**src/design/sg_settings.svh**
```systemverilog
`ifndef SG_SETTINGS_SVH
`define SG_SETTINGS_SVH

// ************************************************************
// work RAM
// ************************************************************
`define SG_RAM_AW 10           // 1 KiB, mirrored over C000-FFFF.

// ************************************************************
// sound generator
// ************************************************************
`define SG_PSG_PRESCALE 16     // sys_clk cycles per tone tick.
`define SG_TONE_CH 3

// value seen on reads nobody answers.
`define SG_OPEN_BUS 8'hFF

`endif

```
**src/design/sg_pkg.sv**
```systemverilog
`default_nettype none

package sg_pkg;

	// ************************************************************
	// bus side
	// ************************************************************

	// one memory or I/O cycle from the CPU side.
	typedef struct packed {
		logic [15:0] addr;
		logic [7:0]  wdata;
		logic        is_io;    // port cycle, only addr[7:0] counts.
		logic        is_write;
	} sg_bus_req_t;

	typedef struct packed {
		logic [7:0] rdata;     // 00 for writes.
	} sg_bus_rsp_t;

	// ************************************************************
	// sound generator
	// ************************************************************

	// first byte of a register write.
	typedef struct packed {
		logic       is_latch;  // set.
		logic [1:0] chan;
		logic       is_atten;
		logic [3:0] data;
	} psg_latch_t;

	// follow-up byte for the latched register.
	typedef struct packed {
		logic       is_latch;  // clear.
		logic       spare;
		logic [5:0] hi;
	} psg_data_t;

	// the same byte seen both ways, bit 7 tells which applies.
	typedef union packed {
		psg_latch_t latch;
		psg_data_t  data;
	} psg_byte_u;

	typedef struct packed {
		logic [9:0] period;    // in ticks.
		logic [3:0] atten;     // 15 is silent.
	} psg_tone_cfg_t;

endpackage

`default_nettype wire

```
**src/design/psg_tone.sv**
```systemverilog
`timescale 1ns/100ps
`default_nettype none

module psg_tone import sg_pkg::*; (
	input  logic          sys_clk,
	input  logic          arst_n,
	input  logic          tick,
	input  psg_tone_cfg_t cfg,
	output logic          level,
	output logic [3:0]    atten
);

	logic [9:0] cnt;
	logic       level_q;
	logic       low_period;
	logic       reload;

	assign low_period = (cfg.period < 10'd2); // 0 and 1 give a flat high.
	assign reload     = tick && !low_period && (cnt == 10'd0);

	// ************************************************************
	// down-counter
	// ************************************************************

	always_ff @(posedge sys_clk or negedge arst_n) begin
		if (!arst_n) begin
			cnt     <= 10'd0;
			level_q <= 1'b1;
		end else if (tick) begin
			if (low_period) begin
				cnt     <= 10'd0;
				level_q <= 1'b1;
			end else if (cnt == 10'd0) begin
				// P-1 more ticks to reach zero, so one edge every P ticks.
				cnt     <= cfg.period - 10'd1;
				level_q <= !level_q;
			end else begin
				cnt <= cnt - 10'd1;
			end
		end
	end

	assign level = low_period || level_q;
	assign atten = cfg.atten;

	a_cnt_range: assert property (@(posedge sys_clk) disable iff (!arst_n)
		reload |=> cnt < $past(cfg.period));

endmodule

`default_nettype wire

```
**config.mk**
```make
export PLATFORM = sky130hd
export DESIGN_NAME = psg_tone
export DESIGN_NICKNAME = d
export VERILOG_FILES = /design/src/design/sg_settings.svh /design/src/design/sg_pkg.sv /design/src/design/psg_tone.sv
export SDC_FILE = /design/constraint.sdc
export NUM_CORES = 1
export LEC_CHECK = 0
export ABC_CLOCK_PERIOD_IN_PS = 6400
export BUFFER_PORTS_ARGS = -buffer_cell sky130_fd_sc_hd__buf_2
export CAP_MARGIN = 0
export CELL_PAD_IN_SITES_DETAIL_PLACEMENT = 0
export CELL_PAD_IN_SITES_GLOBAL_PLACEMENT = 1
export CORE_ASPECT_RATIO = 0.8
export CORE_MARGIN = 2
export CORE_UTILIZATION = 42
export DETAILED_ROUTE_END_ITERATION = 10
export GPL_TIMING_DRIVEN = 0
export PLACE_DENSITY = 0.82
export SLEW_MARGIN = 20
export SYNTH_ARGS = -nofsm -noshare
export SYNTH_HDL_FRONTEND = slang
export SYNTH_SLANG_ARGS = --single-unit
```
**constraint.sdc**
```tcl
create_clock -name sys_clk -period 6.4 [get_ports sys_clk]
set_input_delay 0.96 -clock sys_clk [delete_from_list [all_inputs] [get_ports sys_clk]]
set_output_delay 0.96 -clock sys_clk [all_outputs]
set_load 0.01 [all_outputs]
```
==> run_results.csv, run 1 <==
group,metric,value,unit
timing,timing.final.setup_violations,0,
setup_path,setup.worst_path.class,"input port to output port",
synthesis,post_synth_instance_area,941,um^2
die,floorplan.die.height,46.3,um
finish,multi_input_area,601,um^2
finish,diodes,0,
clock_tree,cts.root.buffer_cell,"clkbuf_4",
synthesis,seq_cells_post_synth,11,
synthesis,largest_family_of_logic_cells_by_synthesized_area,"compound AO/OA/AOI/OAI gates",
power_and_ir_drop,pwr_density_cell,235,nW/um^2
clock_tree,max-clock-path-buffers,2,
synthesis,yosys.cell_types.count,46,
clock_tree,cts.htree.levels,1,
global_route,maximum_number_of_pins_on_one_net_before_global_route_repair,12,
power_and_ir_drop,static-leakage-power,0.480,nW
synthesis,post_synth_and_or_nand_nor_area_fraction,0.278,
global_route,grt_use_total,0.202,
drt,route.detailed.vias_per_inst,6.10,
synthesis,synthDominantCellAreaShare,0.266,
drt,drtIter0Drc,32,
setup_path,crit_path_max_fanout,5,
clock_tree,clk_latency,280,ps
synthesis,synth_xor_area_frac,0,
setup_path,critical_path_arrival,2310,ps
timing,finalCritPeriodShare,0.511,
timing,finClkSkew,10.1,ps
timing,slew_headroom,0.621,
synthesis,synthesized_area_fraction_occupied_by_adder_cells,0.0133,
drt,detail_routed_net_length_per_standard_cell,16.0,um
clock_tree,cts.hold.buffers_added,0,
drt,detail-route-antenna-nets,0,
synthesis,synthArstFlopShare,1.00,
clock_tree,post_cts.resized_instances,0,
global_route,grt_pass1_vias,784,
die,core_area,2140,um^2
synthesis,post_synth_most_frequent_cells,"dfrtp_1 (10), nand2_1 (10), o21ai_0 (8), nor2_1 (7), nand3_1 (5)",
clock_tree,cts_made_buffers,3,
synthesis,synth.top_cells.by_area,"dfrtp_1 (27%), o21ai_0 (4.3%), nand2_1 (4.0%)",
setup_path,timing.critical_path.to_type,"output port",
timing,tightest_slew,564,ps
clock_tree,cts_setup_buffers,0,
clock_tree,clock-sinks,11,
die,fp.dieW,56.9,um
drt,remaining_drc_errors,0,
finish,area_taken_by_flip_flops_and_latches,277,um^2
setup_path,crit_path_start_kind,"input port",
finish,fin_area,1080,um^2
synthesis,synth_compound_area_frac,0.303,
clock_tree,clk_transition_reported_paths,70,ps
synthesis,synthesis.nets,126,
die,rows,15,
place,placement.cell_area,1060,um^2
global_route,grt-ovfl-total,0,
synthesis,synth_mux_area_frac,0.0439,
outcome,run_status,"finished clean",
synthesis,yosys_warnings,0,
timing,min_period,3270,ps
die,pin_count,22,
finish,post_route_cells_drive_above_1_share,0.279,
synthesis,netlist_instances,108,
drt,first_pass_iters,4,
timing,final.setup.tns,0,ps
setup_path,required,5440,ps
finish,layout-area-overhead-vs-synth,15.2,%
synthesis,ys_dominant_reg_cell,"dfrtp_1",
synthesis,number_of_enable_flip_flop_cells_after_synthesis,0,
clock_tree,cts_tree,"yes",
drt,totalWireLength,2.47,mm
die,die_area,2640,um^2
global_route,number_of_antenna_violations_at_the_first_check_in_global_routing,0,
die,start_util,0.440,
synthesis,syn_area_per_cell,8.71,um^2
place,buffer_ports.inserted,17,
worst_hold_path,worst_hold_path_type,"flip-flop to flip-flop",
place,finalWeightedCongestion,0.837,
synthesis,synth.yosys.seq_area_share,0.294,
power_and_ir_drop,vdd_ir_drop_max,0.154,mV
synthesis,netlist.top_cell.by_area,"dfrtp_1",
timing,grt_setup_unrepaired,"no",
timing,upper_clock_frequency_limit,0.306,GHz
timing,timing.final.hold_violations,0,
timing,report.final.slew_viol_count,0,
finish,final.fill_count,215,
global_route,wire_length_of_the_first_global_routing_pass,3.96,mm
place,post-dp-hpwl,1.89,mm
finish,total_number_of_nets_in_the_final_design,148,
run,max_cap_viol_count,0,
drt,total_number_of_vias,940,
[flip-flops by register name, indices dropped and copies added, names as in the netlist]
register and cells:
cnt 10, level_q 1
[routing by layer]
layer  track usage  routed length, um
met1         0.284               1200
met2         0.301               1060
met3        0.0674                181
met4        0.0512                 22
met5             0                  0
[cells in the final DEF, fill, tap and decap left out, drive strengths merged, types with 2 or more instances in the layout]
cell and count:
clkbuf 5, a22o 2, o21ai 8, nand2 11, a2111oi 2, o211ai 4
nor2 7, a21oi 4, buf 24, inv 4, nand4 3, nand3 5
dfrtp 10, nor3 5, a41oi 2, nand2b 2, or4 3, or3 4
mux2i 3
[worst max-delay path: stages]
cell and delay (ps):
buf_2 120, or4_1 590, or3_4 440, nand2b_1 80, buf_2 120
[metrics by stage]
stage | total power, W | setup WS (ps) | hold slack, ps | instances | util
global route | 0.000273 | 3090 | 542 | 154 | 0.506
global placement | 0.000202 | 3140 | 474 | 150 | 0.494
floorplan | 0.000177 | 3380 | 460 | 108 | -
finish | 0.000255 | 3130 | 488 | 154 | 0.506
CTS | 0.000256 | 3140 | 494 | 154 | 0.506
detailed placement | 0.000205 | 3140 | 484 | 150 | 0.494
[power by group]
group / total, W / switching (W) / internal (W) / leakage, nW
Combinational: 0.0000918 / 0.0000495 / 0.0000424 / 0.341
Sequential: 0.000113 / 0.0000254 / 0.0000878 / 0.124
Clock: 0.0000499 / 0.0000257 / 0.0000242 / 0.0150
Total: 0.000255 / 0.000101 / 0.000154 / 0.480
[logic make-up (layout without fill, tap and decap cells)]
kind of cell / Yosys count / after routing
buffers and inverters: 12 / 33
flip-flops: 11 / 11
AND/OR/NAND/NOR: 45 / 45
multiplexers: 4 / 4
AO/OA/AOI/OAI: 35 / 35
adder cells (fa/ha/maj): 1 / 1
[cell type report]
class                      instances  area share
timing repair buffer              17      0.0785
multi-input combinational         85       0.554
sequential                        11       0.255
tap                               25      0.0289
buffer                             8      0.0450
inverter                           4      0.0139
clock buffer                       4      0.0242
[path summary, 6_finish.rpt]
check	cells past startpoint	to	slack, ps	from
max reg2reg	11	cnt[6]	3400	cnt[7]
max	5	level	3130	cfg[12]
max in group asynchronous	1	level_q	5580	arst_n
min	2	level_q	490	level_q
min reg2reg	2	level_q	490	level_q
min in group asynchronous	1	cnt[4]	540	arst_n
(Power assumes the default switching activity.)
==> run 2, diff against run 1 <==
--- a/config.mk
+++ b/config.mk
@@ -5,17 +5,17 @@
 export SDC_FILE = /design/constraint.sdc
 export NUM_CORES = 1
 export LEC_CHECK = 0
-export ABC_CLOCK_PERIOD_IN_PS = 6400
+export ABC_CLOCK_PERIOD_IN_PS = 2710
 export BUFFER_PORTS_ARGS = -buffer_cell sky130_fd_sc_hd__buf_2
 export CAP_MARGIN = 0
 export CELL_PAD_IN_SITES_DETAIL_PLACEMENT = 0
 export CELL_PAD_IN_SITES_GLOBAL_PLACEMENT = 1
 export CORE_ASPECT_RATIO = 0.8
 export CORE_MARGIN = 2
-export CORE_UTILIZATION = 42
+export CORE_UTILIZATION = 35
 export DETAILED_ROUTE_END_ITERATION = 10
 export GPL_TIMING_DRIVEN = 0
-export PLACE_DENSITY = 0.82
+export PLACE_DENSITY = 0.73
 export SLEW_MARGIN = 20
 export SYNTH_ARGS = -nofsm -noshare
 export SYNTH_HDL_FRONTEND = slang
==> constraint.sdc (replaced) <==
create_clock -name sys_clk -period 2.71 [get_ports sys_clk]
set_input_delay 0.4065 -clock sys_clk [delete_from_list [all_inputs] [get_ports sys_clk]]
set_output_delay 0.4065 -clock sys_clk [all_outputs]
set_load 0.01 [all_outputs]
==> run 2 against run 1 <==
The flow now finishes with violations (hold timing). Clock power increased by 130%. Sequential share of layout area decreased by 2.3 points. Clock-buffer cell count unchanged. Via count increased by 5.3%. Clock skew increased by 2.9 ps. Sequential power increased by 130%. Critical endpoint is now cnt[6]. First-iteration DRC count increased by 63%. Combinational power increased to 3.5 times the previous value. Routed wire length increased by 4.0%. Cell area increased by 12%. Hold slack got worse by 510 ps. Global-route usage decreased by 1.9 points.
==> run_results.csv, run 2 (same netlist as run 1, synthesis figures left out) <==
group,metric,value,unit
place,buffer_ports.inserted,17,
clock_tree,clock-sinks,11,
timing,timing.final.setup_violations,0,
die,core_area,2500,um^2
timing,slew_headroom,0.722,
power_and_ir_drop,design_internal_power,0.000430,W
power_and_ir_drop,static-leakage-power,0.502,nW
outcome,run_status,"finished with violations",
timing,postLayoutSetupSlackWorst,158,ps
die,floorplan.die.height,50.4,um
global_route,number_of_antenna_violations_at_the_first_check_in_global_routing,0,
global_route,wire_length_of_the_first_global_routing_pass,4.27,mm
die,die_area,3120,um^2
finish,post_route_cells_drive_above_1_share,0.399,
drt,route.detailed.vias_per_inst,5.69,
die,fp.dieW,62.0,um
power_and_ir_drop,pwr_density_cell,574,nW/um^2
clock_tree,cts.hold.buffers_added,0,
timing,upper_clock_frequency_limit,0.392,GHz
finish,top_registers,"cnt x10, level_q x1",
setup_path,crit_path_cell_trace,"nor3_4 -> and4_4 -> buf_6 -> a21oi_4 -> ha_2 -> or4b_4 -> a41oi_4 -> o211ai_4 -> a2111o_1 -> o2111ai_1",
finish,layout.cells.most_common_list,"buf_2 (18), buf_4 (14), nand2_1 (10), o21ai_0 (8)",
timing,hold_slack,-17.9,ps
power_and_ir_drop,total_switching_power,0.000266,W
power_and_ir_drop,vdd_ir_drop_max,0.394,mV
drt,totalWireLength,2.57,mm
setup_path,max_stage_delay,470,ps
setup_path,setup.worst_path.class,"flip-flop to flip-flop",
clock_tree,clk_latency,280,ps
place,finalWeightedCongestion,0.858,
drt,detail-route-antenna-nets,0,
place,post-dp-hpwl,1.84,mm
setup_path,timing.critical_path.to_type,"flip-flop",
finish,area_taken_by_flip_flops_and_latches,282,um^2
global_route,maximum_number_of_pins_on_one_net_before_global_route_repair,12,
timing,report.final.slew_viol_count,0,
finish,layout-area-overhead-vs-synth,28.9,%
place,pre_cts_ws,-244,ps
clock_tree,max-clock-path-buffers,2,
finish,diodes,0,
timing,final.setup.tns,0,ps
timing,grt_setup_unrepaired,"no",
global_route,grt-ovfl-total,0,
run,max_cap_viol_count,0,
drt,remaining_drc_errors,0,
finish,total_number_of_nets_in_the_final_design,157,
setup_path,crit_path_start_kind,"flip-flop",
finish,largest_register_ffs,10,
clock_tree,cts.htree.levels,1,
die,rows,16,
die,start_util,0.376,
timing,finClkSkew,13.0,ps
finish,mostFrequentLayoutCell,"buf_2",
drt,detail_routed_net_length_per_standard_cell,14.8,um
drt,total_number_of_vias,990,
clock_tree,cts_tree,"yes",
clock_tree,cts_made_buffers,3,
setup_path,worst_path_cell_with_the_longest_stage_delay,"or4b_4",
global_route,grt_pass1_vias,907,
timing,finalCritPeriodShare,0.942,
drt,drtIter0Drc,52,
power_and_ir_drop,pwr-share-seq,0.366,
timing,min_period,2550,ps
clock_tree,cts.root.buffer_cell,"clkbuf_4",
die,pin_count,22,
drt,first_pass_iters,4,
power_and_ir_drop,fin_total_pwr,0.000696,W
worst_hold_path,worst_hold_path_type,"input port to async pin",
setup_path,critPathBufInv,1,
power_and_ir_drop,p_comb_frac,0.467,
finish,multi_input_area,634,um^2
power_and_ir_drop,swShare,0.382,
timing,tightest_slew,418,ps
clock_tree,clk_transition_reported_paths,80,ps
power_and_ir_drop,pwr-share-clk,0.167,
outcome,violations,"hold timing",
finish,final.fill_count,254,
setup_path,crit_path_max_fanout,10,
setup_path,required,2900,ps
timing,timing.final.hold_violations,5,
setup_path,critical_path_arrival,2740,ps
setup_path,cp_top_delay_family,"compound AO/OA/AOI/OAI gates",
global_route,grt_use_total,0.183,
finish,top_register_by_number_of_flip_flops,"cnt",
-- run 2: cell count changes in the layout (fill, tap and decap cells not counted), sizes merged --
cell | previous run | this run
buf | 24 | 33
-- run 2: final timing paths --
kind / start / endpoint / slack (ps) / cells after the start
setup / recovery: cnt[1] / cnt[6] / 160 / 10
max in group asynchronous: arst_n / level_q / 2440 / 1
hold / removal: arst_n / cnt[3] / -20 / 1
min in group sys_clk: cfg[11] / cnt[7] / 420 / 3
setup reg to reg: cnt[1] / cnt[6] / 160 / 10
hold reg to reg: level_q / level_q / 490 / 2
-- run 2: power by group through the flow --
stage	clock (W)	sequential, W	combinational (W)
floorplan	0	0.000255	0.000164
global placement	0	0.000270	0.000211
detailed placement	0	0.000271	0.000212
CTS	0.000120	0.000248	0.000313
global route	0.000128	0.000262	0.000358
finish	0.000116	0.000255	0.000325
-- run 2: area by class of cell --
class	count	share of cell area
buffer	7	0.0413
clock buffer	4	0.0217
inverter	4	0.0124
multi-input combinational	85	0.523
sequential	11	0.232
tap	36	0.0372
timing repair buffer	27	0.132
-- run 2: metal layers --
| metal | up-vias | wire length, um | GRT usage | part of all wire |
|---|---|---|---|---|
| li1 | 476 | - | - | - |
| met1 | 460 | 1150 | 0.264 | 0.45 |
| met2 | 52 | 1160 | 0.276 | 0.45 |
| met3 | 2 | 241 | 0.0541 | 0.094 |
| met4 | 0 | 7 | 0.0213 | 0.0027 |
| met5 | - | 0 | 0 | 0 |
-- run 2: through the flow --
step	utilization	area, um^2	cells
floorplan	-	941	108
global placement	0.428	1070	161
detailed placement	0.428	1070	161
CTS	0.477	1190	174
global route	0.485	1210	174
finish	0.485	1210	174
-- run 2: timing repair --
| item | 4_1_cts | 5_1_grt |
|---|---|---|
| setup endpoints to repair | 3 | 3 |
| buffers inserted | 9 | 1 |
| resized for setup | 9 | 6 |
| pin swaps | 1 | 2 |
==> run 3, diff against run 2 <==
--- a/config.mk
+++ b/config.mk
@@ -10,11 +10,9 @@
 export CAP_MARGIN = 0
 export CELL_PAD_IN_SITES_DETAIL_PLACEMENT = 0
 export CELL_PAD_IN_SITES_GLOBAL_PLACEMENT = 1
-export CORE_ASPECT_RATIO = 0.8
 export CORE_MARGIN = 2
 export CORE_UTILIZATION = 35
 export DETAILED_ROUTE_END_ITERATION = 10
-export GPL_TIMING_DRIVEN = 0
 export PLACE_DENSITY = 0.73
 export SLEW_MARGIN = 20
 export SYNTH_ARGS = -nofsm -noshare
==> run 3 against run 2 <==
The run still ends with hold timing left. Clock-buffer cell count unchanged. Fmax down 2.0%. Critical path depth down 1. Sequential share of layout area up 2.2 points. Clock power up 6%. Routed wire length down 4.8%. Critical endpoint unchanged. Largest power group is now sequential cells. Highest routed layer unchanged.
==> run_results.csv, run 3 (same netlist as run 1, synthesis figures left out) <==
group,metric,value,unit
outcome,run_status,"finished with violations",
outcome,violations,"hold timing",
drt,route.detailed.vias_per_inst,6.06,
timing,postLayoutSetupSlackWorst,107,ps
timing,finClkSkew,5.38,ps
clock_tree,clock-sinks,11,
die,pin_count,22,
drt,remaining_drc_errors,0,
setup_path,cp_top_delay_family,"compound AO/OA/AOI/OAI gates",
global_route,grt_use_total,0.166,
power_and_ir_drop,vdd_ir_drop_max,0.344,mV
setup_path,critPathLaunch,"cnt[2]",
timing,tightest_slew,542,ps
setup_path,cp-endpoint,"cnt[6]",
place,place_inst,150,
place,post-dp-hpwl,1.85,mm
global_route,grt-ovfl-total,0,
setup_path,max_stage_delay,480,ps
drt,first_pass_iters,4,
finish,diodes,0,
finish,post_route_cells_drive_above_1_share,0.270,
global_route,number_of_antenna_violations_at_the_first_check_in_global_routing,0,
die,start_util,0.373,
finish,total_number_of_nets_in_the_final_design,145,
finish,top_register_by_number_of_flip_flops,"cnt",
clock_tree,cts_made_buffers,3,
setup_path,required,2910,ps
setup_path,worst_r2r_startpoint,"cnt[2]",
clock_tree,max-clock-path-buffers,2,
timing,timing.final.hold_violations,10,
setup_path,crit_path_max_fanout,5,
worst_hold_path,worst_hold_path_type,"input port to async pin",
timing,finalCritPeriodShare,0.961,
setup_path,crit_path_cell_trace,"nor3_1 -> and4_1 -> a21oi_1 -> ha_1 -> or4b_4 -> a41oi_4 -> o211ai_4 -> a2111o_1 -> o2111ai_1",
setup_path,worst_path_cell_with_the_longest_stage_delay,"or4b_4",
timing,report.final.slew_viol_count,0,
finish,mostFrequentLayoutCell,"buf_2",
finish,layout.cells.most_common_list,"buf_2 (13), nand2_1 (10), dfrtp_1 (10), buf_4 (9), o21ai_0 (8)",
finish,top_registers,"cnt x10, level_q x1",
setup_path,path_depth,9,
drt,totalWireLength,2.44,mm
timing,timing.final.setup_violations,0,
die,rows,18,
run,max_cap_viol_count,0,
die,fp.dieW,55.9,um
power_and_ir_drop,pwr_density_cell,580,nW/um^2
global_route,maximum_number_of_pins_on_one_net_before_global_route_repair,16,
clock_tree,cts.hold.buffers_added,0,
timing,min_period,2600,ps
clock_tree,clk_transition_reported_paths,80,ps
place,pre_cts_ws,155,ps
finish,largest_register_ffs,10,
drt,detail_routed_net_length_per_standard_cell,15.7,um
die,floorplan.die.height,55.9,um
setup_path,setup.worst_path.class,"flip-flop to flip-flop",
timing,upper_clock_frequency_limit,0.384,GHz
global_route,wire_length_of_the_first_global_routing_pass,4.17,mm
drt,detail-route-antenna-nets,0,
place,buffer_ports.inserted,13,
drt,drtIter0Drc,33,
setup_path,ff2ff_setup_slack,110,ps
global_route,grt_pass1_vias,889,
finish,instances_no_fill,156,
timing,final.setup.tns,0,ps
die,core_area,2520,um^2
setup_path,worst_r2r_path_depth,9,
setup_path,critical_path_arrival,2800,ps
timing,hold_slack,-8.25,ps
clock_tree,post_cts.resized_instances,0,
clock_tree,cts.htree.levels,1,
drt,total_number_of_vias,945,
setup_path,crit_path_start_kind,"flip-flop",
power_and_ir_drop,static-leakage-power,0.475,nW
clock_tree,clk_latency,280,ps
timing,slew_headroom,0.636,
finish,layout-area-overhead-vs-synth,15.7,%
setup_path,r2r-end,"cnt[6]",
clock_tree,cts.root.buffer_cell,"clkbuf_4",
setup_path,critPathBufInv,0,
die,die_area,3120,um^2
place,finalWeightedCongestion,0.829,
clock_tree,cts_tree,"yes",
finish,final.fill_count,248,
setup_path,timing.critical_path.to_type,"flip-flop",
run 3: changes by cell type in the layout (fill, tap and decap cells not counted), moves of 2 or more:
cell and change:
buf_2 -5, buf_4 -5, dfrtp_1 +4, dfrtp_2 -4
a21oi_1 +2
run 3: routing by layer:
layer  part of all wire  track usage  up-vias
met5                  0            0        -
met4              0.012       0.0646        0
met3              0.063       0.0186        4
met2               0.51        0.272       34
met1               0.42        0.225      452
li1                   -            -      455
run 3: worst min path at each step:
stage / startpoint / end / slack, ps / depth (start not counted)
2_1_floorplan: arst_n / cnt[0] / 110 / 0
3_3_place_gp: arst_n / cnt[3] / 310 / 1
3_5_place_dp: arst_n / cnt[3] / 300 / 1
4_1_cts: arst_n / cnt[4] / 2 / 1
5_1_grt: arst_n / cnt[4] / 10 / 1
6_report: arst_n / cnt[4] / -8 / 1
run 3: stage by stage:
stage | util | hold WS, ps | power (W) | area (um^2)
3_5_place_dp | 0.415 | 304 | 0.000487 | 1050
5_1_grt | 0.432 | 14.1 | 0.000679 | 1090
4_1_cts | 0.426 | 1.66 | 0.000608 | 1070
6_report | 0.432 | -8.25 | 0.000631 | 1090
3_3_place_gp | 0.415 | 308 | 0.000483 | 1050
2_1_floorplan | - | 111 | 0.000418 | 941
run 3: timing repair:
item                       4_1_cts  5_1_grt
setup buffers                    0        2
setup endpoints to repair        0        1
hold endpoints to repair         0        0
run 3: report_power, final:
group          total, W  internal [W]  switching (W)
Sequential     0.000257      0.000207      0.0000493
Clock          0.000123     0.0000571      0.0000655
Combinational  0.000252      0.000120       0.000131
run 3: cell type report:
| type | instances | area [um^2] | share of cell area |
|---|---|---|---|
| multi-input cells | 85 | 601 | 0.552 |
| clock buffers | 4 | 26.3 | 0.0241 |
| well taps | 30 | 37.5 | 0.0345 |
| inverters | 4 | 15.0 | 0.0138 |
| repair buffers | 22 | 133 | 0.122 |
| flip-flops and latches | 11 | 277 | 0.254 |
